$ cat config.mk
export PLATFORM = sky130hd
export DESIGN_NAME = lg_burst
export DESIGN_NICKNAME = d
export VERILOG_FILES = /design/src/design/lg_pkg.sv /design/src/design/lg_burst.sv
export VERILOG_INCLUDE_DIRS = /design/src /design/src/design
export SDC_FILE = /design/constraint.sdc
export NUM_CORES = 1
export LEC_CHECK = 0
export BUFFER_PORTS_ARGS = -buffer_cell sky130_fd_sc_hd__buf_2
export CORE_MARGIN = 5
export CORE_UTILIZATION = 55
export DETAILED_ROUTE_END_ITERATION = 12
export GPL_ROUTABILITY_DRIVEN = 0
export GPL_TIMING_DRIVEN = 0
export PLACE_DENSITY = 0.91
export SYNTH_ARGS = -nofsm -noshare
export SYNTH_HDL_FRONTEND = slang
export SYNTH_SLANG_ARGS = --single-unit
$ cat constraint.sdc
create_clock -name bus -period 2.8 [get_ports bus]
set_input_delay 0.14 -clock bus [delete_from_list [all_inputs] [get_ports bus]]
set_output_delay 0.14 -clock bus [all_outputs]
set_load 0.01 [all_outputs]
$ cat src/design/lg_settings.svh
/*
  width settings shared by the pattern generator RTL and its testbench
  table depth is 2**LG_TAW entries of LG_DW bits
  counter widths bound the largest burst that can be configured
*/
`ifndef LG_SETTINGS_SVH
`define LG_SETTINGS_SVH

// stream
`define LG_DW   8   // bits per stream byte

// waveform table
`define LG_TAW  10  // table address bits for 1024 entries

// burst counters
`define LG_CWR  14  // entry repetitions
`define LG_CWL  32  // beats per period
`define LG_CWN  16  // periods per burst

// register bus
`define LG_BAW  7   // decoded address bits
`define LG_TN   4   // hardware trigger inputs

`endif

$ cat src/design/lg_pkg.sv
/*
  types of the logic pattern generator
  all widths come from lg_settings.svh
*/
`include "lg_settings.svh"

package lg_pkg;

  typedef logic [`LG_DW-1:0]  data_t;  // stream byte, also mask and enable words
  typedef logic [`LG_TAW-1:0] tadr_t;  // table address
  typedef logic [`LG_CWR-1:0] rep_t;   // entry repetition count
  typedef logic [`LG_CWL-1:0] len_t;   // beat count inside a period
  typedef logic [`LG_CWN-1:0] num_t;   // period count
  typedef logic [31:0]        word_t;  // register bus data
  typedef logic [`LG_TN-1:0]  trg_t;   // trigger inputs and their mask

  // sequencer states
  typedef enum logic [2:0] {
    IDLE,   // waiting for start
    ARMED,  // waiting for trigger
    DATA,   // sending table entries
    PAD,    // repeating the last entry to fill the period
    DONE    // final beat taken
  } burst_state_t;

endpackage

$ cat src/design/lg_burst.sv
/*
  burst sequencer, reads the table out as a valid/ready/last byte stream
  rd_addr is combinational and depends on stg_ready
  tro and irq are registered and appear one cycle after the beat they mark
  sts_bpl and sts_bpn wrap in infinite mode
*/
`timescale 1ns/1ps

module lg_burst import lg_pkg::*; (
  input  logic  bus,
  input  logic  reset,
  // events and trigger
  input  logic  evt_reset,
  input  logic  evt_start,
  input  logic  evt_stop,
  input  logic  evt_swtrg,
  input  logic  ctl_trg,
  // burst configuration
  input  rep_t  cfg_bdr,
  input  tadr_t cfg_bdl,
  input  len_t  cfg_bpl,
  input  num_t  cfg_bpn,
  input  logic  cfg_inf,
  // table read port
  output tadr_t rd_addr,
  input  data_t rd_data,
  // stream
  output data_t stg_data,
  output logic  stg_valid,
  output logic  stg_last,
  input  logic  stg_ready,
  // period and end pulses, status
  output logic  tro,
  output logic  irq,
  output logic  sts_armed,
  output logic  sts_running,
  output len_t  sts_bpl,
  output num_t  sts_bpn
);

  burst_state_t state;

  // fetch position, the beat that loads next into the output register
  rep_t  f_rep;
  tadr_t f_ent;
  len_t  f_bpl;
  num_t  f_bpn;

  rep_t  nxt_rep;
  tadr_t nxt_ent;
  logic  nxt_pad;   // fetch moves into padding
  logic  f_eop;     // fetch beat closes its period
  logic  f_end;     // fetch beat is the final one
  logic  stg_eop;   // output beat closes its period
  logic  xfer;
  logic  ld;
  logic  trig;

  assign trig  = ctl_trg | evt_swtrg;
  assign xfer  = stg_valid & stg_ready;
  assign f_eop = (f_bpl == cfg_bpl);  // also cuts data longer than the period
  assign f_end = f_eop & (f_bpn == cfg_bpn) & ~cfg_inf;

  // output register free or emptied this cycle, nothing after a last beat
  assign ld = ((state == DATA) || (state == PAD)) && !(stg_valid && stg_last)
           && (!stg_valid || stg_ready);

  assign sts_armed   = (state == ARMED);
  assign sts_running = (state == DATA) || (state == PAD);

  //////////////////////////////////////////////////
  // next fetch position

  always_comb begin
    nxt_rep = f_rep;
    nxt_ent = f_ent;
    nxt_pad = (state == PAD);
    if (f_eop) begin
      nxt_rep = '0;  // new period from entry 0
      nxt_ent = '0;
      nxt_pad = 1'b0;
    end else if (state == DATA) begin
      if (f_rep == cfg_bdr) begin
        nxt_rep = '0;
        if (f_ent == cfg_bdl) begin
          nxt_pad = 1'b1;  // keep repeating entry bdl
        end else begin
          nxt_ent = f_ent + 1'b1;
        end
      end else begin
        nxt_rep = f_rep + 1'b1;
      end
    end
  end

  // prefetch, table data is ready when the output register takes it
  assign rd_addr = ld ? nxt_ent : f_ent;

  //////////////////////////////////////////////////
  // state machine and counters

  always_ff @(posedge bus) begin
    if (reset) begin
      state     <= IDLE;
      f_rep     <= '0;
      f_ent     <= '0;
      f_bpl     <= '0;
      f_bpn     <= '0;
      stg_valid <= 1'b0;
      stg_last  <= 1'b0;
      stg_eop   <= 1'b0;
      tro       <= 1'b0;
      irq       <= 1'b0;
      sts_bpl   <= '0;
      sts_bpn   <= '0;
    end else begin
      tro <= xfer & (sts_bpl == '0);  // first beat of a period
      irq <= xfer & stg_last;
      if (xfer) begin
        sts_bpl <= stg_eop ? '0 : sts_bpl + 1'b1;
        sts_bpn <= sts_bpn + stg_eop;
      end
      if (evt_stop || evt_reset) begin
        state     <= IDLE;  // abort, beat in flight is dropped
        stg_valid <= 1'b0;
        stg_last  <= 1'b0;
        if (evt_reset) begin
          sts_bpl <= '0;
          sts_bpn <= '0;
        end
      end else begin
        case (state)
          IDLE: begin
            f_rep <= '0;
            f_ent <= '0;  // table entry 0 is read while armed
            f_bpl <= '0;
            f_bpn <= '0;
            if (evt_start) begin
              state <= ARMED;
            end
          end
          ARMED: begin
            if (trig) begin
              state   <= DATA;
              sts_bpl <= '0;
              sts_bpn <= '0;
            end
          end
          DATA, PAD: begin
            if (ld) begin
              f_rep     <= nxt_rep;
              f_ent     <= nxt_ent;
              f_bpl     <= f_eop ? '0 : f_bpl + 1'b1;
              f_bpn     <= f_bpn + f_eop;
              state     <= nxt_pad ? PAD : DATA;
              stg_valid <= 1'b1;
              stg_last  <= f_end;
              stg_eop   <= f_eop;
            end else if (xfer) begin
              stg_valid <= 1'b0;  // final beat taken
              stg_last  <= 1'b0;
              state     <= DONE;
            end
          end
          DONE: state <= IDLE;
          default: state <= IDLE;
        endcase
      end
    end
  end

  // output data register
  always_ff @(posedge bus) begin
    if (ld) begin
      stg_data <= rd_data;
    end
  end

  // stalled beat keeps its content until taken or aborted
  a_hold: assert property (@(posedge bus) disable iff (reset)
    stg_valid && !stg_ready && !evt_stop && !evt_reset
    |=> stg_valid && $stable(stg_data) && $stable(stg_last));

  a_last: assert property (@(posedge bus) disable iff (reset) stg_last |-> stg_valid);

endmodule

==> impl_results.md <==
* Status: finished, final reports clean
* Synthesized Nets at roughly 960
* TritonCTS Buffers at 17
* Initial antenna violation count at 0
* Reg power frac at 0.450
* Area Overhead vs Synth at 25.8%
* Mapped cell area at 7240 um^2
* Worst min path class: in2reg
* Commonest cells after routing, fill and taps aside: 165 x buf_2, 124 x dfxtp_1, 119 x nor2_1
* Drt wl/cell at 15.7 um
* Worst-case clock buffer depth at 2
* Highest Clock Rate at 0.371 GHz
* Largest net degree at the start of global routing at 18
* Die Height at ~120 um
* Vias in the first global route at 6771
* Internal Pwr Total at 3.36 mW
* Tcrit/Tclk final at 0.963
* Power Total at 4.36 mW
* Gate Count Post-Synth at between 800 and 900
* Hpwl dp at 14200 um
* First-pass GRT wire length at around 32000 um
* Avg Inst Size Synth at about 8.4 um^2
* LEAKAGE at 3.45 nW
* Switching share of power at 0.230
* Area after DPL at around 8300 um^2
* EDFF count, synth at 8
* Htree depth at 4
* Async S/R FF share, synth at 0
* Port bufs at 160
* CTS Sinks at roughly 140
* Critical path peak fanout at 7
* Total die area at 15600 um^2
* Crit path kind: reg2out
* Fin util at 0.697
* Endpoints failing hold at 0
* Worst setup margin at 0.104 ns
* Max-slew headroom at 0.514
* Area of the core at 13100 um^2
* Remaining antenna violation count at 0
* DRT iter0 DRCs at 539
* Clock root cell: clkbuf_16
* Clk_lat worst skew at ~0.42 ns
* Yosys warning count at 0
* Final min period at 2.70 ns
* Io pins at 161
* Yosys reg bits at 136
* Sw Pwr at 1.00 mW
* Site Rows at 42
* Final instance area at 9120 um^2
* Width of the die at 125 um
* DRC viols at 0
* Max cap viols at 0
* Critical Path AT at ~2.6 ns
* Max Slew Vio Count at 0
* CP Launch Type: flop
* Comb pwr share at 0.050
* Worst hold slack at 0.0911 ns
* CP required at 2.66 ns
* Tot GR Track Use at 0.243
* Worst-path clk slew at 0.06 ns
* Starting Density at 0.554
* Inst Count DP at 1196
* Nets at 1155
* Non-Filler Instances at 1246
* RSZ-0062 raised after global routing: true
* Share of cells above drive strength 1 at 0.230
* Pwr Density at 478 nW/um^2
* Setup TNS at 0 ns
* Yosys cell types at 47
* Slew @ Worst Pin at 0.724 ns
* Worst VDD drop at 391 uV
* # diodes at 0
* Via density at 5.76
* Place WS at -0.555 ns
* Final setup violating endpoints at 0
* Leading cell type in the layout, fill and taps excluded: buf_2
* Gr ovfl total at 0
* Seq/Total Area, Yosys at 0.387
* Initial DRT Pass Iterations at 7
* Via count at ~7200
* Crit. End Element: output port
* Clock power frac at 0.500
* Total detailed-routing wirelength at 19600 um
* Post-synth top flop: dfxtp_1
* Final Skew at 0.00761 ns
* CTS tree: done
[cell families after synthesis]
family / share of synthesized area
compound gates: 0.0774
xor+xnor: 0.199
fa+ha+maj: 0.0155
buf+inv: 0.0273
flops: 0.387
mux: 0.00138
simple gates: 0.292
[power by group through the flow]
| stage | sequential [mW] | combinational (mW) | clock (mW) |
|---|---|---|---|
| floorplan | 2.00 | 0.100 | 0 |
| global placement | 2.00 | 0.199 | 0 |
| detailed placement | 2.00 | 0.204 | 0 |
| CTS | 1.96 | 0.217 | 2.20 |
| global route | 1.96 | 0.240 | 2.29 |
| finish | 1.96 | 0.219 | 2.18 |
[synth_stat cells (5+ instances only)]
cell      number  area share
a21oi_2        5      0.0060
nor4_1        34       0.029
nor2_1       120       0.062
and4_1        11       0.013
nand3_1       34       0.023
nand4_1       42       0.036
o31ai_1       13       0.013
or4_4          6      0.0093
dfxtp_1      128        0.35
clkbuf_1      23       0.012
o21ai_0       19       0.013
nand2_1       67       0.035
ha_1           9       0.016
edfxtp_1       8       0.033
or3_1         14       0.012
a31oi_1       12       0.010
buf_2          5      0.0035
and2_1         5      0.0043
inv_1         22       0.011
and3_1        20       0.017
nor3_1        27       0.019
a21oi_1       29       0.020
xor2_1        71       0.086
xnor2_1       94        0.11
[layer usage]
layer  vias up  routed length [um]  GRT usage  share of wire
met2       311                9690      0.424           0.49
met1      3366                8060      0.287           0.41
met5         -                   0          0              0
li1       3442                   -          -              -
met3        58                1290     0.0549          0.066
met4         0                 561      0.103          0.029
[layout make-up]
cell class	instances	area, um^2
multi-input cells	673	4340
clock buffers	19	464
well taps	176	220
fillers	985	3970
clock inverters	13	120
inverters	23	86.3
flip-flops and latches	136	2810
plain buffers	27	115
repair buffers	179	963
[state kept, by name, summed over array words and instances, names as in the netlist]
signal,count
tro,1
f_ent,10
sts_bpn,16
f_rep,14
irq,1
stg_valid,1
f_bpl,32
stg_data,8
state,3
stg_last,1
stg_eop,1
sts_bpl,32
f_bpn,16
[what timing repair did]
item / CTS / global route
endpoints found under the setup margin: 36 / 32
hold buffers: 8 / 0
setup buffers: 3 / 8
resized for setup: 13 / 16
pin swaps: 2 / 5
cloned: 0 / 0
endpoints found under the hold margin: 8 / 0
[final timing paths]
path                    from         end  slack [ns]  cells past startpoint
hold reg to reg   sts_bpn[0]  sts_bpn[0]        0.48                      2
setup / recovery    f_rep[2]  rd_addr[4]        0.10                      7
hold / removal       ctl_trg    state[1]        0.09                      3
setup reg to reg    f_bpl[0]   f_bpn[15]        0.14                     11
[worst max-delay path, stage by stage (launching register included)]
cell and delay [ns]:
dfxtp_2 0.36, xor2_1 0.18, nor4_2 0.38, nand4_1 0.38, nor4_1 0.40, xnor2_1 0.22
nor2_1 0.06, buf_2 0.15
Power figures use the tool's default switching activity.
