## src/design/lg_settings.svh

```systemverilog
/*
  width settings shared by the pattern generator RTL and its testbench
  table depth is 2**LG_TAW entries of LG_DW bits
  counter widths bound the largest burst that can be configured
*/
`ifndef LG_SETTINGS_SVH
`define LG_SETTINGS_SVH

// stream
`define LG_DW   8   // bits per stream byte

// waveform table
`define LG_TAW  10  // table address bits for 1024 entries

// burst counters
`define LG_CWR  14  // entry repetitions
`define LG_CWL  32  // beats per period
`define LG_CWN  16  // periods per burst

// register bus
`define LG_BAW  7   // decoded address bits
`define LG_TN   4   // hardware trigger inputs

`endif

```

## src/design/lg_pkg.sv

```systemverilog
/*
  types of the logic pattern generator
  all widths come from lg_settings.svh
*/
`include "lg_settings.svh"

package lg_pkg;

  typedef logic [`LG_DW-1:0]  data_t;  // stream byte, also mask and enable words
  typedef logic [`LG_TAW-1:0] tadr_t;  // table address
  typedef logic [`LG_CWR-1:0] rep_t;   // entry repetition count
  typedef logic [`LG_CWL-1:0] len_t;   // beat count inside a period
  typedef logic [`LG_CWN-1:0] num_t;   // period count
  typedef logic [31:0]        word_t;  // register bus data
  typedef logic [`LG_TN-1:0]  trg_t;   // trigger inputs and their mask

  // sequencer states
  typedef enum logic [2:0] {
    IDLE,   // waiting for start
    ARMED,  // waiting for trigger
    DATA,   // sending table entries
    PAD,    // repeating the last entry to fill the period
    DONE    // final beat taken
  } burst_state_t;

endpackage

```

## src/design/lg_output.sv

```systemverilog
/*
  output stage on the stream data, purely combinational
  a set mask bit replaces the data bit by the polarity bit
  valid, last and ready bypass this stage
*/
`timescale 1ns/1ps

module lg_output import lg_pkg::*; (
  input  data_t stg_data,
  input  data_t cfg_msk,
  input  data_t cfg_val,
  input  data_t cfg_oen0,
  input  data_t cfg_oen1,
  output data_t sto_data,
  output data_t sto_oe
);

  data_t dat_msk;  // data with masked bits cleared

  //////////////////////////////////////////////////
  // data path

  assign dat_msk  = stg_data & ~cfg_msk;
  assign sto_data = cfg_val ^ dat_msk;  // polarity flip

  //////////////////////////////////////////////////
  // output enable

  // per bit, oen0 drives a low output and oen1 a high one
  assign sto_oe = (cfg_oen0 & ~sto_data)
                | (cfg_oen1 &  sto_data);

endmodule

```

## config.mk

```make
export PLATFORM = sky130hd
export DESIGN_NAME = lg_output
export DESIGN_NICKNAME = d
export VERILOG_FILES = /design/src/design/lg_pkg.sv /design/src/design/lg_output.sv
export VERILOG_INCLUDE_DIRS = /design/src /design/src/design
export SDC_FILE = /design/constraint.sdc
export NUM_CORES = 1
export LEC_CHECK = 0
export BUFFER_PORTS_ARGS = -buffer_cell sky130_fd_sc_hd__buf_4
export CORE_AREA = 2 2 39 41
export DETAILED_ROUTE_END_ITERATION = 12
export DIE_AREA = 0 0 41 43
export PLACE_DENSITY = 0.76
export SLEW_MARGIN = 20
export SYNTH_ARGS = -nofsm -noshare
export SYNTH_HDL_FRONTEND = slang
export SYNTH_SLANG_ARGS = --single-unit
```

## constraint.sdc

```tcl
create_clock -name vclk -period 1.3
set_input_delay 0.325 -clock vclk [all_inputs]
set_output_delay 0.325 -clock vclk [all_outputs]
set_load 0.01 [all_outputs]
```

==> impl_summary.txt, run 1 <==
----------------------------------------------------
[Run status]
  Run status ... complete, but fails checks
  Failing checks ... setup timing

[Flow run]
  Maxcap violations ... 0

[Cells and area]
  Final layout net count ... 126
  Number of flip-flops and latches ... 0
  Filler cell count in the final layout ... 105
  Area taken by multi-input logic gates ... 450 um2
  Area added between synthesis and finish ... 174%
  Antenna cell count ... 0
  Layout cells sized above 1 ... 100%
  Post-route core utilization ... 71.4%
  Layout clock buffer count ... 0
  Flip-flop and latch area ... 0 um2
  Design Area, Final ... 988 um2

[Place]
  Final Wtd Congestion ... 0.647
  Number of input and output port buffers inserted ... 56
  Post-place instance area ... 898 um2
  Detailed placement HPWL ... 886 um

[Floorplan]
  X dimension of the die ... 41 um
  Starting density of the core ... 26.0%
  Floorplan row count ... 14
  Die ar. ... 1760 um2
  Die span in y ... 43 um
  Boundary pin count ... 56
  Core area ... 1380 um2

[Worst setup path]
  CP peak stage delay ... 320 ps
  WP data required ... 980 ps
  Crit Path Max Fanout ... 2
  WP data arrival ... 1160 ps
  WS Path Type ... in2out
  Cell-by-cell trace of the critical path ... buf_6, nand2b_4, xnor2_4, mux2_4, buf_6
  Worst setup SP type ... input pin
  Master of the slowest instance on the critical path ... mux2_4
  Nature of the critical path endpoint ... output pin
  Most frequent CP cell ... buf_6

[Detailed routing]
  Count of vias placed by the detailed router ... 419
  Antenna-violating nets left ... 0
  Routed length on met2 ... 521 um
  Routed met1 length ... 208 um
  Highest layer used for signal routing ... met3
  Detailed Route Iter0 Violations ... 0
  Total Wirelength ... 915 um
  Wire length per cell after detailed routing ... 9.15 um
  Number of iterations in the first detailed-routing pass ... 1
  Drc violations ... 0
  Vias/cell ... 4.19
  Wire length on met3 ... 185 um

[Yosys]
  Count of different cell masters after synthesis ... 3
  Largest area contributor in the synthesized netlist ... xnor2_2
  Synth top area share ... 36.1%
  Dominant cells by area after synthesis ... xnor2_2 (36%), mux2_4 (33%), nand2b_4 (31%)
  Portion of the post-synthesis area used by sequential elements ... 0%
  Area of the mapped netlist ... 360 um2
  Synthesized instance count ... 24
  Synth warn ... 0
  Mean Syn Cell Area ... 15.0 um2
  Synthesized netlist net count ... 64

[Global routing]
  Global-route wire length before repair ... 1230 um
  Maximum number of pins on one net before global-route repair ... 3
  Number of global-route vias before repair ... 357
  Total grt overflow ... 0
  Number of antenna violations at the first check in global routing ... 0
  Total routing usage reported by global routing ... 9.26%

[Power]
  LEAKAGE ... 0.521 nW
  Total power divided by cell area ... 438 nW/um2
  Worst voltage drop across the vdd grid ... 203 uV
  Post-layout total power ... 0.000433 W

[STA]
  Number of pins exceeding their max-slew limit in the final report ... 0
  Setup repair after global routing missed its margin ... yes
  Minimum clock period ... 1490 ps
  Worst-case hold slack ... 945 ps
  Setup total negative slack ... -1340 ps
  Transition time at the pin with the least slew margin ... 156 ps
  Portion of the clock cycle consumed by the worst path in the final layout ... 114%
  Final-report setup violation count ... 8
  Worst slew margin relative to its limit ... 89.6%
  Top achievable clock speed ... 0.673 GHz
  Hold Fails Final Rpt ... 0
  PnR worst setup slack ... -186 ps

[Min path]
  Min-delay worst type ... in2out

[Clock network]
  Hold_buf cts ... 0

----------------------------------------------------
==> cells in the final DEF (no fill, tap or decap) <==
| cell | Yosys | routed |
|---|---|---|
| buf_4 | 0 | 42 |
| buf_6 | 0 | 18 |
| mux2_4 | 8 | 8 |
| nand2b_4 | 8 | 8 |
| xnor2_4 | 0 | 8 |
==> area by class of cell <==
cell class / count / share of cell area, %
repair buffers: 60 / 52.4
multi-input cells: 24 / 45.6
well taps: 16 / 2.03
==> critical path, delay by kind of cell <==
kind | cells | cell delay, ps
mux | 1 | 320
xor+xnor | 1 | 160
simple gates | 1 | 150
buf+inv | 2 | 210
==> where the power goes <==
| part | internal (W) | leakage, nW | switching (W) |
|---|---|---|---|
| clock | 0 | 0 | 0 |
| sequential | 0 | 0 | 0 |
| combinational | 0.000300 | 0.521 | 0.000133 |
==> cell families (layout without fill, tap and decap cells) <==
| group | after synthesis | after routing | share of synthesized area, % |
|---|---|---|---|
| XOR/XNOR | 8 | 8 | 36.1 |
| multiplexers | 8 | 8 | 33.3 |
| AND/OR/NAND/NOR | 8 | 8 | 30.6 |
| buffers and inverters | 0 | 60 | 0 |
==> through the flow <==
| step | instances | worst slack (ps) |
|---|---|---|
| 2_1_floorplan | 24 | 0.778 |
| 3_3_place_gp | 97 | -199 |
| 3_5_place_dp | 97 | -216 |
| 4_1_cts | 100 | -208 |
| 5_1_grt | 100 | -205 |
| 6_report | 100 | -186 |
==> synthesized netlist by cell type <==
library cell and instances:
mux2_4 8, nand2b_4 8, xnor2_2 8
==> worst paths after layout <==
kind   startpoint         to  slack (ps)  depth (start not counted)
min   cfg_oen1[1]  sto_oe[1]         940                          3
max    cfg_msk[4]  sto_oe[4]        -190                          5
==> layer usage <==
metal	track usage, %	vias to the layer above
met1	9.06	182
met4	0	0
met2	19.4	36
met5	0	-
met3	1.05	0
li1	-	201
==> repair_timing <==
| action | in CTS | in global routing |
|---|---|---|
| cloned | 0 | 0 |
| pin swaps | 8 | 8 |
| setup buffers | 3 | 1 |
| gates resized for setup | 16 | 2 |
| setup endpoints to repair | 8 | 12 |
(Power assumes the default switching activity.)
==> inputs of run 2 (changes only) <==
clock period = 1.4 ns   (was 1.3 ns; I/O delays follow)
==> impl_summary.txt, run 2 (synthesis results as in run 1) <==
----------------------------------------------------
[Run status]
  Run status ... complete, but fails checks
  Failing checks ... setup timing

[STA]
  Portion of the clock cycle consumed by the worst path in the final layout ... 109%
  PnR worst setup slack ... -130 ps (+55.6 ps)
  Transition time at the pin with the least slew margin ... 164 ps (+8.64 ps)
  Top achievable clock speed ... 0.653 GHz
  Minimum clock period ... 1530 ps
  Setup repair after global routing missed its margin ... yes
  Number of pins exceeding their max-slew limit in the final report ... 0 (unchanged)
  Worst slew margin relative to its limit ... 89.0% (-0.63 points)
  Hold Fails Final Rpt ... 0 (unchanged)
  Worst-case hold slack ... 994 ps (+49.2 ps)
  Final-report setup violation count ... 9 (+1)

[Detailed routing]
  Detailed Route Iter0 Violations ... 0 (unchanged)
  Number of iterations in the first detailed-routing pass ... 1 (unchanged)
  Count of vias placed by the detailed router ... 447 (+6.7%)
  Drc violations ... 0 (unchanged)
  Total Wirelength ... 1130 um (+23%)
  Wire length per cell after detailed routing ... 10.7 um (+17%)
  Vias/cell ... 4.22 (+0.64%)
  Antenna-violating nets left ... 0 (unchanged)

[Cells and area]
  Final layout net count ... 132 (+4.8%)
  Area added between synthesis and finish ... 189%
  Top library cells by usage in the layout, fill and taps aside ... buf_4 (43), buf_6 (23), nand2b_4 (8), mux2_4 (8), xnor2_4 (7)
  Most frequent standard cell in the layout excluding fill and tap cells ... buf_4
  Area taken by multi-input logic gates ... 439 um2 (-2.5%)
  Filler cell count in the final layout ... 102 (-2.9%)
  Flip-flop and latch area ... 0 um2 (unchanged)
  Layout cells sized above 1 ... 100% (unchanged)
  Layout clock buffer count ... 0 (unchanged)
  Antenna cell count ... 0 (unchanged)
  Design Area, Final ... 1040 um2 (+5.3%)
  Number of flip-flops and latches ... 0 (unchanged)

[Floorplan]
  Die ar. ... 1760 um2 (unchanged)
  Die span in y ... 43 um (unchanged)
  Boundary pin count ... 56 (unchanged)
  Starting density of the core ... 26.0% (unchanged)
  Core area ... 1380 um2 (unchanged)
  Floorplan row count ... 14 (unchanged)
  X dimension of the die ... 41 um (unchanged)

[Worst setup path]
  CP peak stage delay ... 320 ps (about the same)
  Buffers & Inverters on Critical Path ... 2 (unchanged)
  Nature of the critical path endpoint ... output pin
  Most frequent CP cell ... buf_6
  WP data arrival ... 1180 ps (+20 ps)
  Worst path top cell family by delay ... multiplexers
  Cell-by-cell trace of the critical path ... buf_6, nand2b_4, xnor2_4, mux2_4, buf_6
  Crit Path Max Fanout ... 2 (unchanged)
  Master of the slowest instance on the critical path ... mux2_4
  WP data required ... 1050 ps (+70 ps)
  WS Path Type ... in2out
  Worst setup SP type ... input pin

[Global routing]
  Number of global-route vias before repair ... 431 (+21%)
  Total grt overflow ... 0 (unchanged)
  Maximum number of pins on one net before global-route repair ... 3 (unchanged)
  Routing usage on met1 ... 8.92% (-0.14 points)
  Total routing usage reported by global routing ... 10.6% (+1.4 points)
  Met3 track demand over resource in global routing ... 3.66% (+2.6 points)
  Global-route wire length before repair ... 1420 um (+16%)
  Global routing met2 resource utilization ... 22.2% (+2.8 points)
  Number of antenna violations at the first check in global routing ... 0 (unchanged)
  Top Usage Layer GRT ... met2

[Place]
  Post-place instance area ... 831 um2 (-7.5%)
  Number of input and output port buffers inserted ... 56 (unchanged)
  Final Wtd Congestion ... 0.638 (-1.4%)
  Post-Place Setup Slack ... -166 ps (+50.6 ps)

[Power]
  Total power divided by cell area ... 419 nW/um2 (-4.4%)
  Post-layout total power ... 0.000436 W (+0.72%)
  LEAKAGE ... 0.555 nW (+6.5%)
  Worst voltage drop across the vdd grid ... 200 uV (-1.7%)

[Flow run]
  Maxcap violations ... 0 (unchanged)

[Min path]
  Min-delay worst type ... in2out

----------------------------------------------------
-- run 2: changes by cell type in the layout (fill, tap and decap cells not counted) --
| cell | delta |
|---|---|
| buf_6 | +5 |
| xnor2_2 | +1 |
| buf_4 | +1 |
| xnor2_4 | -1 |
-- run 2: what timing repair did --
| action | in CTS | in global routing |
|---|---|---|
| resized for setup | 19 | 11 |
| hold buffers | 0 | 0 |
| pin swaps | 8 | 8 |
| setup buffers | 3 | 3 |
| setup endpoints to repair | 8 | 8 |
-- run 2: final cells by class --
cell class / count / share of cell area, %
multi-input cells: 24 / 42.2
repair buffers: 66 / 55.9
well taps: 16 / 1.92
-- run 2: per-layer routing --
layer	routed length (um)	vias up
li1	-	212
met1	256	195
met2	604	40
met3	268	0
met4	0	0
met5	0	-
-- run 2: path summary, 6_finish.rpt --
check	startpoint	endpoint	slack, ps	depth (start not counted)
max	cfg_msk[4]	sto_oe[4]	-130	5
min	cfg_oen1[6]	sto_oe[6]	990	3
-- run 2: tightest hold or removal path, cell delays in order --
cell    delay [ps]
buf_4           80
mux2_4         130
buf_6           90
-- run 2: power by group --
group | internal, W | total [W] | switching, W
logic | 0.000305 | 0.000436 | 0.000131
clock network | 0 | 0 | 0
registers | 0 | 0 | 0
total | 0.000305 | 0.000436 | 0.000131
-- run 2: through the flow --
step	util, %	setup TNS, ps	cells
6_report	75.2	-1000	106
2_1_floorplan	-	0	24
3_5_place_dp	60.0	-1280	100
4_1_cts	68.4	-1190	103
3_3_place_gp	60.0	-1160	100
5_1_grt	75.2	-1260	106
