### config.mk
export PLATFORM = sky130hd
export DESIGN_NAME = lg_regs
export DESIGN_NICKNAME = d
export VERILOG_FILES = /design/src/design/lg_pkg.sv /design/src/design/lg_regs.sv
export VERILOG_INCLUDE_DIRS = /design/src /design/src/design
export SDC_FILE = /design/constraint.sdc
export NUM_CORES = 1
export LEC_CHECK = 0
export BUFFER_PORTS_ARGS = -buffer_cell sky130_fd_sc_hd__clkbuf_2
export CELL_PAD_IN_SITES_DETAIL_PLACEMENT = 1
export CELL_PAD_IN_SITES_GLOBAL_PLACEMENT = 2
export CORE_AREA = 2 2 157 159
export DETAILED_ROUTE_END_ITERATION = 16
export DIE_AREA = 0 0 159 161
export GPL_ROUTABILITY_DRIVEN = 0
export PLACE_DENSITY_LB_ADDON = 0.3
export SLEW_MARGIN = 0
export SYNTH_ARGS = -nofsm -noshare
export SYNTH_HDL_FRONTEND = slang
export SYNTH_SLANG_ARGS = --single-unit
### constraint.sdc
create_clock -name bus -period 3.08 [get_ports bus]
set_clock_uncertainty 0.2 [all_clocks]
set_input_delay 0.77 -clock bus [delete_from_list [all_inputs] [get_ports bus]]
set_output_delay 0.77 -clock bus [all_outputs]
set_load 0.03 [all_outputs]
### src/design/lg_settings.svh
/*
  width settings shared by the pattern generator RTL and its testbench
  table depth is 2**LG_TAW entries of LG_DW bits
  counter widths bound the largest burst that can be configured
*/
`ifndef LG_SETTINGS_SVH
`define LG_SETTINGS_SVH

// stream
`define LG_DW   8   // bits per stream byte

// waveform table
`define LG_TAW  10  // table address bits for 1024 entries

// burst counters
`define LG_CWR  14  // entry repetitions
`define LG_CWL  32  // beats per period
`define LG_CWN  16  // periods per burst

// register bus
`define LG_BAW  7   // decoded address bits
`define LG_TN   4   // hardware trigger inputs

`endif

### src/design/lg_pkg.sv
/*
  types of the logic pattern generator
  all widths come from lg_settings.svh
*/
`include "lg_settings.svh"

package lg_pkg;

  typedef logic [`LG_DW-1:0]  data_t;  // stream byte, also mask and enable words
  typedef logic [`LG_TAW-1:0] tadr_t;  // table address
  typedef logic [`LG_CWR-1:0] rep_t;   // entry repetition count
  typedef logic [`LG_CWL-1:0] len_t;   // beat count inside a period
  typedef logic [`LG_CWN-1:0] num_t;   // period count
  typedef logic [31:0]        word_t;  // register bus data
  typedef logic [`LG_TN-1:0]  trg_t;   // trigger inputs and their mask

  // sequencer states
  typedef enum logic [2:0] {
    IDLE,   // waiting for start
    ARMED,  // waiting for trigger
    DATA,   // sending table entries
    PAD,    // repeating the last entry to fill the period
    DONE    // final beat taken
  } burst_state_t;

endpackage

### src/design/lg_regs.sv
/*
  register file of the pattern generator
  only the low LG_BAW address bits are decoded, so the map repeats
  writes to read only or unmapped addresses are dropped, unmapped reads give zero
  the CPU must not raise wen and ren in the same cycle
*/
`timescale 1ns/1ps
`include "lg_settings.svh"

module lg_regs import lg_pkg::*; (
  input  logic  bus,
  input  logic  reset,
  // register bus
  input  word_t bus_addr,
  input  word_t bus_wdata,
  input  logic  bus_wen,
  input  logic  bus_ren,
  output word_t bus_rdata,
  output logic  bus_ack,
  // triggers and sequencer status
  input  trg_t  trg,
  input  logic  sts_armed,
  input  logic  sts_running,
  input  len_t  sts_bpl,
  input  num_t  sts_bpn,
  // event pulses to the sequencer
  output logic  evt_reset,
  output logic  evt_start,
  output logic  evt_stop,
  output logic  evt_swtrg,
  output logic  ctl_trg,
  // configuration
  output rep_t  cfg_bdr,
  output tadr_t cfg_bdl,
  output len_t  cfg_bpl,
  output num_t  cfg_bpn,
  output logic  cfg_inf,
  output data_t cfg_oen0,
  output data_t cfg_oen1,
  output data_t cfg_msk,
  output data_t cfg_val
);

  logic [`LG_BAW-1:0] adr;  // decoded part of the address
  logic               wr_ctl;
  trg_t               cfg_trg;  // trigger mask

  assign adr     = bus_addr[`LG_BAW-1:0];
  assign wr_ctl  = bus_wen && (adr == 'h00);
  assign ctl_trg = |(trg & cfg_trg);  // any enabled input fires

  //////////////////////////////////////////////////
  // bus handshake and control events

  always_ff @(posedge bus) begin
    if (reset) begin
      bus_ack   <= 1'b0;
      evt_reset <= 1'b0;
      evt_start <= 1'b0;
      evt_stop  <= 1'b0;
      evt_swtrg <= 1'b0;
    end else begin
      bus_ack   <= bus_wen | bus_ren;  // every access acked next cycle
      evt_reset <= wr_ctl & bus_wdata[0];
      evt_start <= wr_ctl & bus_wdata[1];
      evt_stop  <= wr_ctl & bus_wdata[2];
      evt_swtrg <= wr_ctl & bus_wdata[3];
    end
  end

  //////////////////////////////////////////////////
  // configuration registers

  always_ff @(posedge bus) begin
    if (reset) begin
      cfg_trg  <= '0;
      cfg_bdr  <= '0;
      cfg_bdl  <= '0;
      cfg_bpl  <= '0;
      cfg_bpn  <= '0;
      cfg_inf  <= 1'b0;
      cfg_oen0 <= '0;
      cfg_oen1 <= '0;
      cfg_msk  <= '0;
      cfg_val  <= '0;
    end else if (bus_wen) begin
      case (adr)
        'h08: cfg_trg  <= bus_wdata[`LG_TN-1:0];
        'h20: cfg_bdr  <= bus_wdata[`LG_CWR-1:0];
        'h24: cfg_bdl  <= bus_wdata[`LG_TAW-1:0];
        'h28: cfg_bpl  <= bus_wdata[`LG_CWL-1:0];
        'h2c: begin
          cfg_bpn <= bus_wdata[`LG_CWN-1:0];
          cfg_inf <= bus_wdata[31];  // endless periods
        end
        'h40: cfg_oen0 <= bus_wdata[`LG_DW-1:0];
        'h44: cfg_oen1 <= bus_wdata[`LG_DW-1:0];
        'h48: cfg_msk  <= bus_wdata[`LG_DW-1:0];
        'h4c: cfg_val  <= bus_wdata[`LG_DW-1:0];
        default: ;
      endcase
    end
  end

  //////////////////////////////////////////////////
  // readback, valid together with ack

  always_ff @(posedge bus) begin
    if (bus_ren) begin
      case (adr)
        'h00: bus_rdata <= {30'd0, sts_running, sts_armed};
        'h08: bus_rdata <= word_t'(cfg_trg);
        'h20: bus_rdata <= word_t'(cfg_bdr);
        'h24: bus_rdata <= word_t'(cfg_bdl);
        'h28: bus_rdata <= word_t'(cfg_bpl);
        'h2c: bus_rdata <= {cfg_inf, 31'(cfg_bpn)};
        'h30: bus_rdata <= word_t'(sts_bpl);  // beats in current period
        'h34: bus_rdata <= word_t'(sts_bpn);  // completed periods
        'h40: bus_rdata <= word_t'(cfg_oen0);
        'h44: bus_rdata <= word_t'(cfg_oen1);
        'h48: bus_rdata <= word_t'(cfg_msk);
        'h4c: bus_rdata <= word_t'(cfg_val);
        default: bus_rdata <= '0;
      endcase
    end
  end

  // the CPU side never issues a read and a write together
  a_bus_excl: assert property (@(posedge bus) disable iff (reset) !(bus_wen && bus_ren));

endmodule

==> flow_summary.ini, run 1 <==
[power]
p_sw_uw = 1090
switching_share_pct = 24.9
seqPwrFrac_pct = 45.2
combPwrFrac_pct = 8.6
p_int_uw = 3310
totalPowerFinal_uw = 4400
clkPwrFrac_pct = 46.2
ir_worst_vdd_uv = 283
power.leakage_uw = 0.00360
p_per_area_mw_per_mm2 = 503

[synth]
synth_compound_area_share_pct = 18.6
synth_edf_count = 32
synth_top_family_by_area = simple AND/OR/NAND/NOR gates
synthAdderAreaFrac_pct = 0
yosysUniqueCellTypes = 51
synth_common_cells = nand2_1, dfxtp_1, a21oi_1
syn-num-nets = 843
post-synth-top-count-cell = nand2_1
async_reset_ff_share_pct = 0
synth_xor_area_share_pct = 0
yosys.area_share.simple_pct = 20.7
ys_seq_area_share_pct = 50.8
synth_seq_cells = 146
synthTopCellsByArea = dfxtp_1, edfxtp_1, nand2_1
synth_area_sq_mm = 0.00638
syn_avg_cell_area_sq_um = 8.85
synth_flop_cell = dfxtp_1
yosysWarnings = 0
netlist_instances = 721
yosysTopAreaCellShare_pct = 35.8
synth_top_cell_by_area = dfxtp_1
synthMuxAreaShare_pct = 5.57

[floorplan]
initial_utilization_pct = 26.6
die_y_um = 161
die_w_um = 159
die-area_sq_mm = 0.0256
num_io_pins = 265
rows = 57
core_area_sq_mm = 0.0240

[cts]
cts_buffers = 17
htreeDepth = 4
clk_pin_slew_ns = 0.06
clk_latency_ns = 0.43
tritoncts = done
cts_buffer_depth = 2
post_cts_buffers = 0
root_buffer = clkbuf_16
hold_buffers = 0
cts_resized = 0
cts_sinks = 146

[route]
drc_errors = 0
antenna_left = 0
vias = 6409
dr.first_iter.drc_count = 369
finalWirelength_mm = 27.2
viasPerCell = 4.92
wl_per_cell_um = 20.9
dr.pass1.iters = 4

[placement]
hpwl_mm = 20.4
io_buffers = 239
dp_slack_ns = 0.310

[global_route]
grt_max_degree = 61
grt_overflow = 0
antenna_found_initial = 0
grt_usage_pct = 20.9
grt_first_pass_wirelength_mm = 40.6
grt_pass1_vias = 6496

[critical_path]
critPathCaptureType = flip-flop
rr_endpoint = bus_rdata[1]
crit_required_ns = 3.16
arrival_ns = 2.45
r2r_start = cfg_bpn[1]
crit_type = in2reg
reg2reg_slack_ns = 1.26
crit_path_max_fanout = 9
start_kind = input port
reg2reg_depth = 4

[worst_hold_path]
hold_start = cfg_bpn[9]
hold_class = reg2reg
hold_depth = 2
hold_end = cfg_bpn[9]

[timing]
rsz0062_at_grt = false
hold_violations = 0
relSlewSlack_pct = 52.2
fin_setup_tns_ns = 0
worst_pin_slew_ns = 0.718
setup_violations = 0
whs_ns = 0.270
fin_crit_sh_pct = 77.0
slew_viol_final = 0
period_minus_slack_ns = 2.37
fmax_mhz = 422
finalWorstSetupSlack_ns = 0.709

[run]
max_cap_violations = 0

[final_layout]
layout-drive-gt1-share_pct = 34.0
nNetsFinal = 1088
diodes = 0
area_growth_pct = 37.3

[status]
status = completed
## flip-flops by register name, summed over array words and instances (netlist names)
signal and flops:
evt_reset 1, bus_ack 1, cfg_oen0 8, bus_rdata 32
cfg_msk 8, cfg_bdr 14, cfg_oen1 8, evt_start 1
cfg_bpl 32, evt_swtrg 1, cfg_val 8, evt_stop 1
cfg_bpn 16, cfg_bdl 10, cfg_trg 4, cfg_inf 1
## metal layers
layer / up-vias / share of wire [%] / track usage (%)
met3: 31 / 6.3 / 4.21
met2: 238 / 46 / 34.9
met1: 3078 / 45 / 27.8
met4: 0 / 2.0 / 5.21
met5: - / 0 / 0
li1: 3062 / - / -
## cell families after synthesis
family,after synthesis
DFF,146
and+or+nand+nor,288
muxes,35
buffers and inverters,64
AOI/OAI and AO/OA,188
## cell usage in the layout (no fill, tap or decap), types with 3 or more instances in the layout
cell | netlist | routed
buf_4 | 1 | 47
clkinv_2 | 0 | 3
clkbuf_1 | 33 | 4
mux2_2 | 4 | 4
nor3_1 | 8 | 8
nand3_1 | 40 | 40
clkbuf_2 | 0 | 238
o2bb2ai_1 | 6 | 6
a221o_1 | 7 | 7
mux2i_1 | 31 | 31
clkbuf_16 | 0 | 18
o21ai_0 | 8 | 8
a22oi_1 | 19 | 19
nand2_1 | 179 | 179
a21oi_1 | 106 | 106
edfxtp_1 | 32 | 32
a221oi_1 | 4 | 4
and2_1 | 7 | 8
and3_1 | 3 | 3
nand4_1 | 4 | 4
a22o_1 | 20 | 20
nor2b_1 | 3 | 3
buf_12 | 0 | 4
nor2_1 | 20 | 20
o22ai_1 | 4 | 4
dfxtp_1 | 114 | 114
## layout make-up
class                      instances  area, sq um
inverter                           1         3.75
timing repair buffer             289         1620
tap                              324          405
sequential                       146         3240
clock buffer                      24          493
multi-input combinational        511         2910
fill                            2878        15200
clock inverter                     8         75.1
## critical path: stages
cell      delay (ns)
clkbuf_2        0.24
or4b_1          0.69
nor4_4          0.42
a22oi_1         0.17
nand3_1         0.16
## stage by stage
stage	utilization [%]	instance area, sq um	std cells
floorplan	-	6380	721
global placement	34.2	8190	1271
detailed placement	34.2	8190	1271
CTS	36.5	8760	1303
global route	36.5	8760	1303
finish	36.5	8760	1303
## power by group through the flow
stage	combinational [uW]	sequential, uW	clock, uW
6_report	378	1990	2030
5_1_grt	403	1990	2160
4_1_cts	382	1990	2090
3_5_place_dp	380	2030	0
3_3_place_gp	379	2030	0
2_1_floorplan	123	2090	0
## worst max-delay path by stage
stage	startpoint	to	slack, ns	cells after the start
floorplan	bus_addr[3]	bus_rdata[9]	0.63	6
global placement	bus_addr[3]	bus_rdata[2]	0.34	5
detailed placement	bus_addr[2]	cfg_bdl[8]	0.31	6
CTS	bus_addr[3]	bus_rdata[3]	0.71	5
global route	bus_addr[3]	bus_rdata[3]	0.65	5
finish	bus_addr[3]	bus_rdata[3]	0.71	5
(Power assumes the default switching activity.)
==> run 2: changes to the inputs <==
--- a/config.mk
+++ b/config.mk
@@ -9,9 +9,9 @@
 export BUFFER_PORTS_ARGS = -buffer_cell sky130_fd_sc_hd__clkbuf_2
 export CELL_PAD_IN_SITES_DETAIL_PLACEMENT = 1
 export CELL_PAD_IN_SITES_GLOBAL_PLACEMENT = 2
-export CORE_AREA = 2 2 157 159
+export CORE_AREA = 2 2 167 169
 export DETAILED_ROUTE_END_ITERATION = 16
-export DIE_AREA = 0 0 159 161
+export DIE_AREA = 0 0 169 171
 export GPL_ROUTABILITY_DRIVEN = 0
 export PLACE_DENSITY_LB_ADDON = 0.3
 export SLEW_MARGIN = 0
==> constraint.sdc (replaced) <==
create_clock -name bus -period 1.9 [get_ports bus]
set_clock_uncertainty 0.2 [all_clocks]
set_input_delay 0.475 -clock bus [delete_from_list [all_inputs] [get_ports bus]]
set_output_delay 0.475 -clock bus [all_outputs]
set_load 0.03 [all_outputs]
==> flow_summary.ini, run 2 (synthesis gave the netlist of run 1 again) <==
[floorplan]
die_y_um = 171
die_w_um = 169
core_area_sq_mm = 0.0273
rows = 61
die-area_sq_mm = 0.0289
num_io_pins = 265
initial_utilization_pct = 23.3

[global_route]
grt_max_degree = 46
grt_overflow = 0
grt_first_pass_wirelength_mm = 42.2
antenna_found_initial = 0
grt_usage_pct = 19.8
grt_pass1_vias = 6628

[timing]
fin_crit_sh_pct = 99.2
rsz0062_at_grt = true
fin_setup_tns_ns = 0
setup_violations = 0
slew_viol_final = 0
period_minus_slack_ns = 1.89
fmax_mhz = 530
finalWorstSetupSlack_ns = 0.0145
worst_pin_slew_ns = 0.389
hold_violations = 0
relSlewSlack_pct = 74.0

[final_layout]
final_cell_mix = clkbuf_2, nand2_1, dfxtp_1, a21oi_1, buf_4
layout-drive-gt1-share_pct = 38.8
diodes = 0
regArea_sq_mm = 0.00324
n_fill_cell = 3226
mostFrequentLayoutCell = clkbuf_2
nNetsFinal = 1149
multi_input_area_sq_mm = 0.00296
instances_no_fill = 1386
area_growth_pct = 49.0
top_regs = bus_rdata x32, cfg_bpl x32, cfg_bpn x16

[power]
ir_worst_vdd_uv = 403
power.leakage_uw = 0.00398
p_per_area_mw_per_mm2 = 809

[cts]
clk_pin_slew_ns = 0.06
tritoncts = done
clk_latency_ns = 0.42
htreeDepth = 4
cts_buffers = 17
cts_sinks = 146
hold_buffers = 0
cts_buffer_depth = 2
root_buffer = clkbuf_16

[route]
vias = 6621
antenna_left = 0
dr.first_iter.drc_count = 405
drc_errors = 0
finalWirelength_mm = 28.7
viasPerCell = 4.78
dr.pass1.iters = 5
wl_per_cell_um = 20.7

[placement]
place_inst = 1354
hpwl_mm = 21.9
dp_slack_ns = -0.526
io_buffers = 239

[critical_path]
start_kind = input port
crit_type = in2reg
arrival_ns = 1.85
crit_path_max_fanout = 9
crit_required_ns = 1.86
slowest_delay_ns = 0.33
crit_family = compound AO/OA/AOI/OAI gates
path_buf_inv = 2
critPathCaptureType = flip-flop
cp_slowest_cell = mux2i_2
cp_cell_sequence = clkbuf_4, buf_4, mux2i_2, a2bb2oi_1, o31ai_1, a221o_1

[run]
max_cap_violations = 0

[worst_hold_path]
hold_class = in2reg

[status]
status = completed
run 2: cell types whose count changed in the layout (fill, tap and decap cells not counted), sizes merged:
cell / delta
inv: -1
buf: +62
bufinv: +4
clkbuf: -7
clkinvlp: +3
run 2: worst min-delay path: stages:
cell      delay [ns]
clkbuf_2        0.08
nand2_1         0.04
a21oi_1         0.05
run 2: cell type report:
cell class              instances  area share, %
clock buffers                  18           4.52
clock inverters                14           2.23
inverters                       1         0.0395
multi-input cells             511           31.2
flip-flops and latches        146           34.1
well taps                     346           4.56
repair buffers                350           23.4
run 2: power breakdown:
part | internal, uW | switching, uW
clock | 2330 | 1410
combinational | 281 | 440
sequential | 3210 | 16.9
total | 5820 | 1870
run 2: final timing paths:
| path | start | end | slack, ns | cells past startpoint |
|---|---|---|---|---|
| max | bus_addr[2] | bus_rdata[5] | 0.01 | 6 |
| min reg2reg | cfg_bpl[12] | cfg_bpl[12] | 0.27 | 2 |
| min | bus_wdata[19] | cfg_bpl[19] | 0.07 | 3 |
| max reg2reg | cfg_bdl[1] | bus_rdata[1] | 0.14 | 4 |
run 2: per-layer routing:
| layer | wire [um] | track usage (%) |
|---|---|---|
| met2 | 13700 | 33.6 |
| met1 | 13500 | 26.2 |
| met4 | 231 | 4.38 |
| met3 | 1330 | 3.65 |
| met5 | 0 | 0 |
run 2: what timing repair did:
item / CTS / global route
pin swaps: 0 / 1
resized for setup: 4 / 11
setup buffers: 0 / 0
endpoints found under the setup margin: 8 / 11
run 2: stage by stage:
stage | utilization [%] | area, sq um | hold WS [ns] | total power, uW
floorplan | - | 6420 | 0.248 | 3590
global placement | 32.2 | 8810 | 0.259 | 4000
detailed placement | 32.2 | 8810 | 0.268 | 4010
CTS | 34.6 | 9470 | 0.0474 | 7790
global route | 34.8 | 9500 | 0.0591 | 7940
finish | 34.8 | 9500 | 0.0694 | 7690
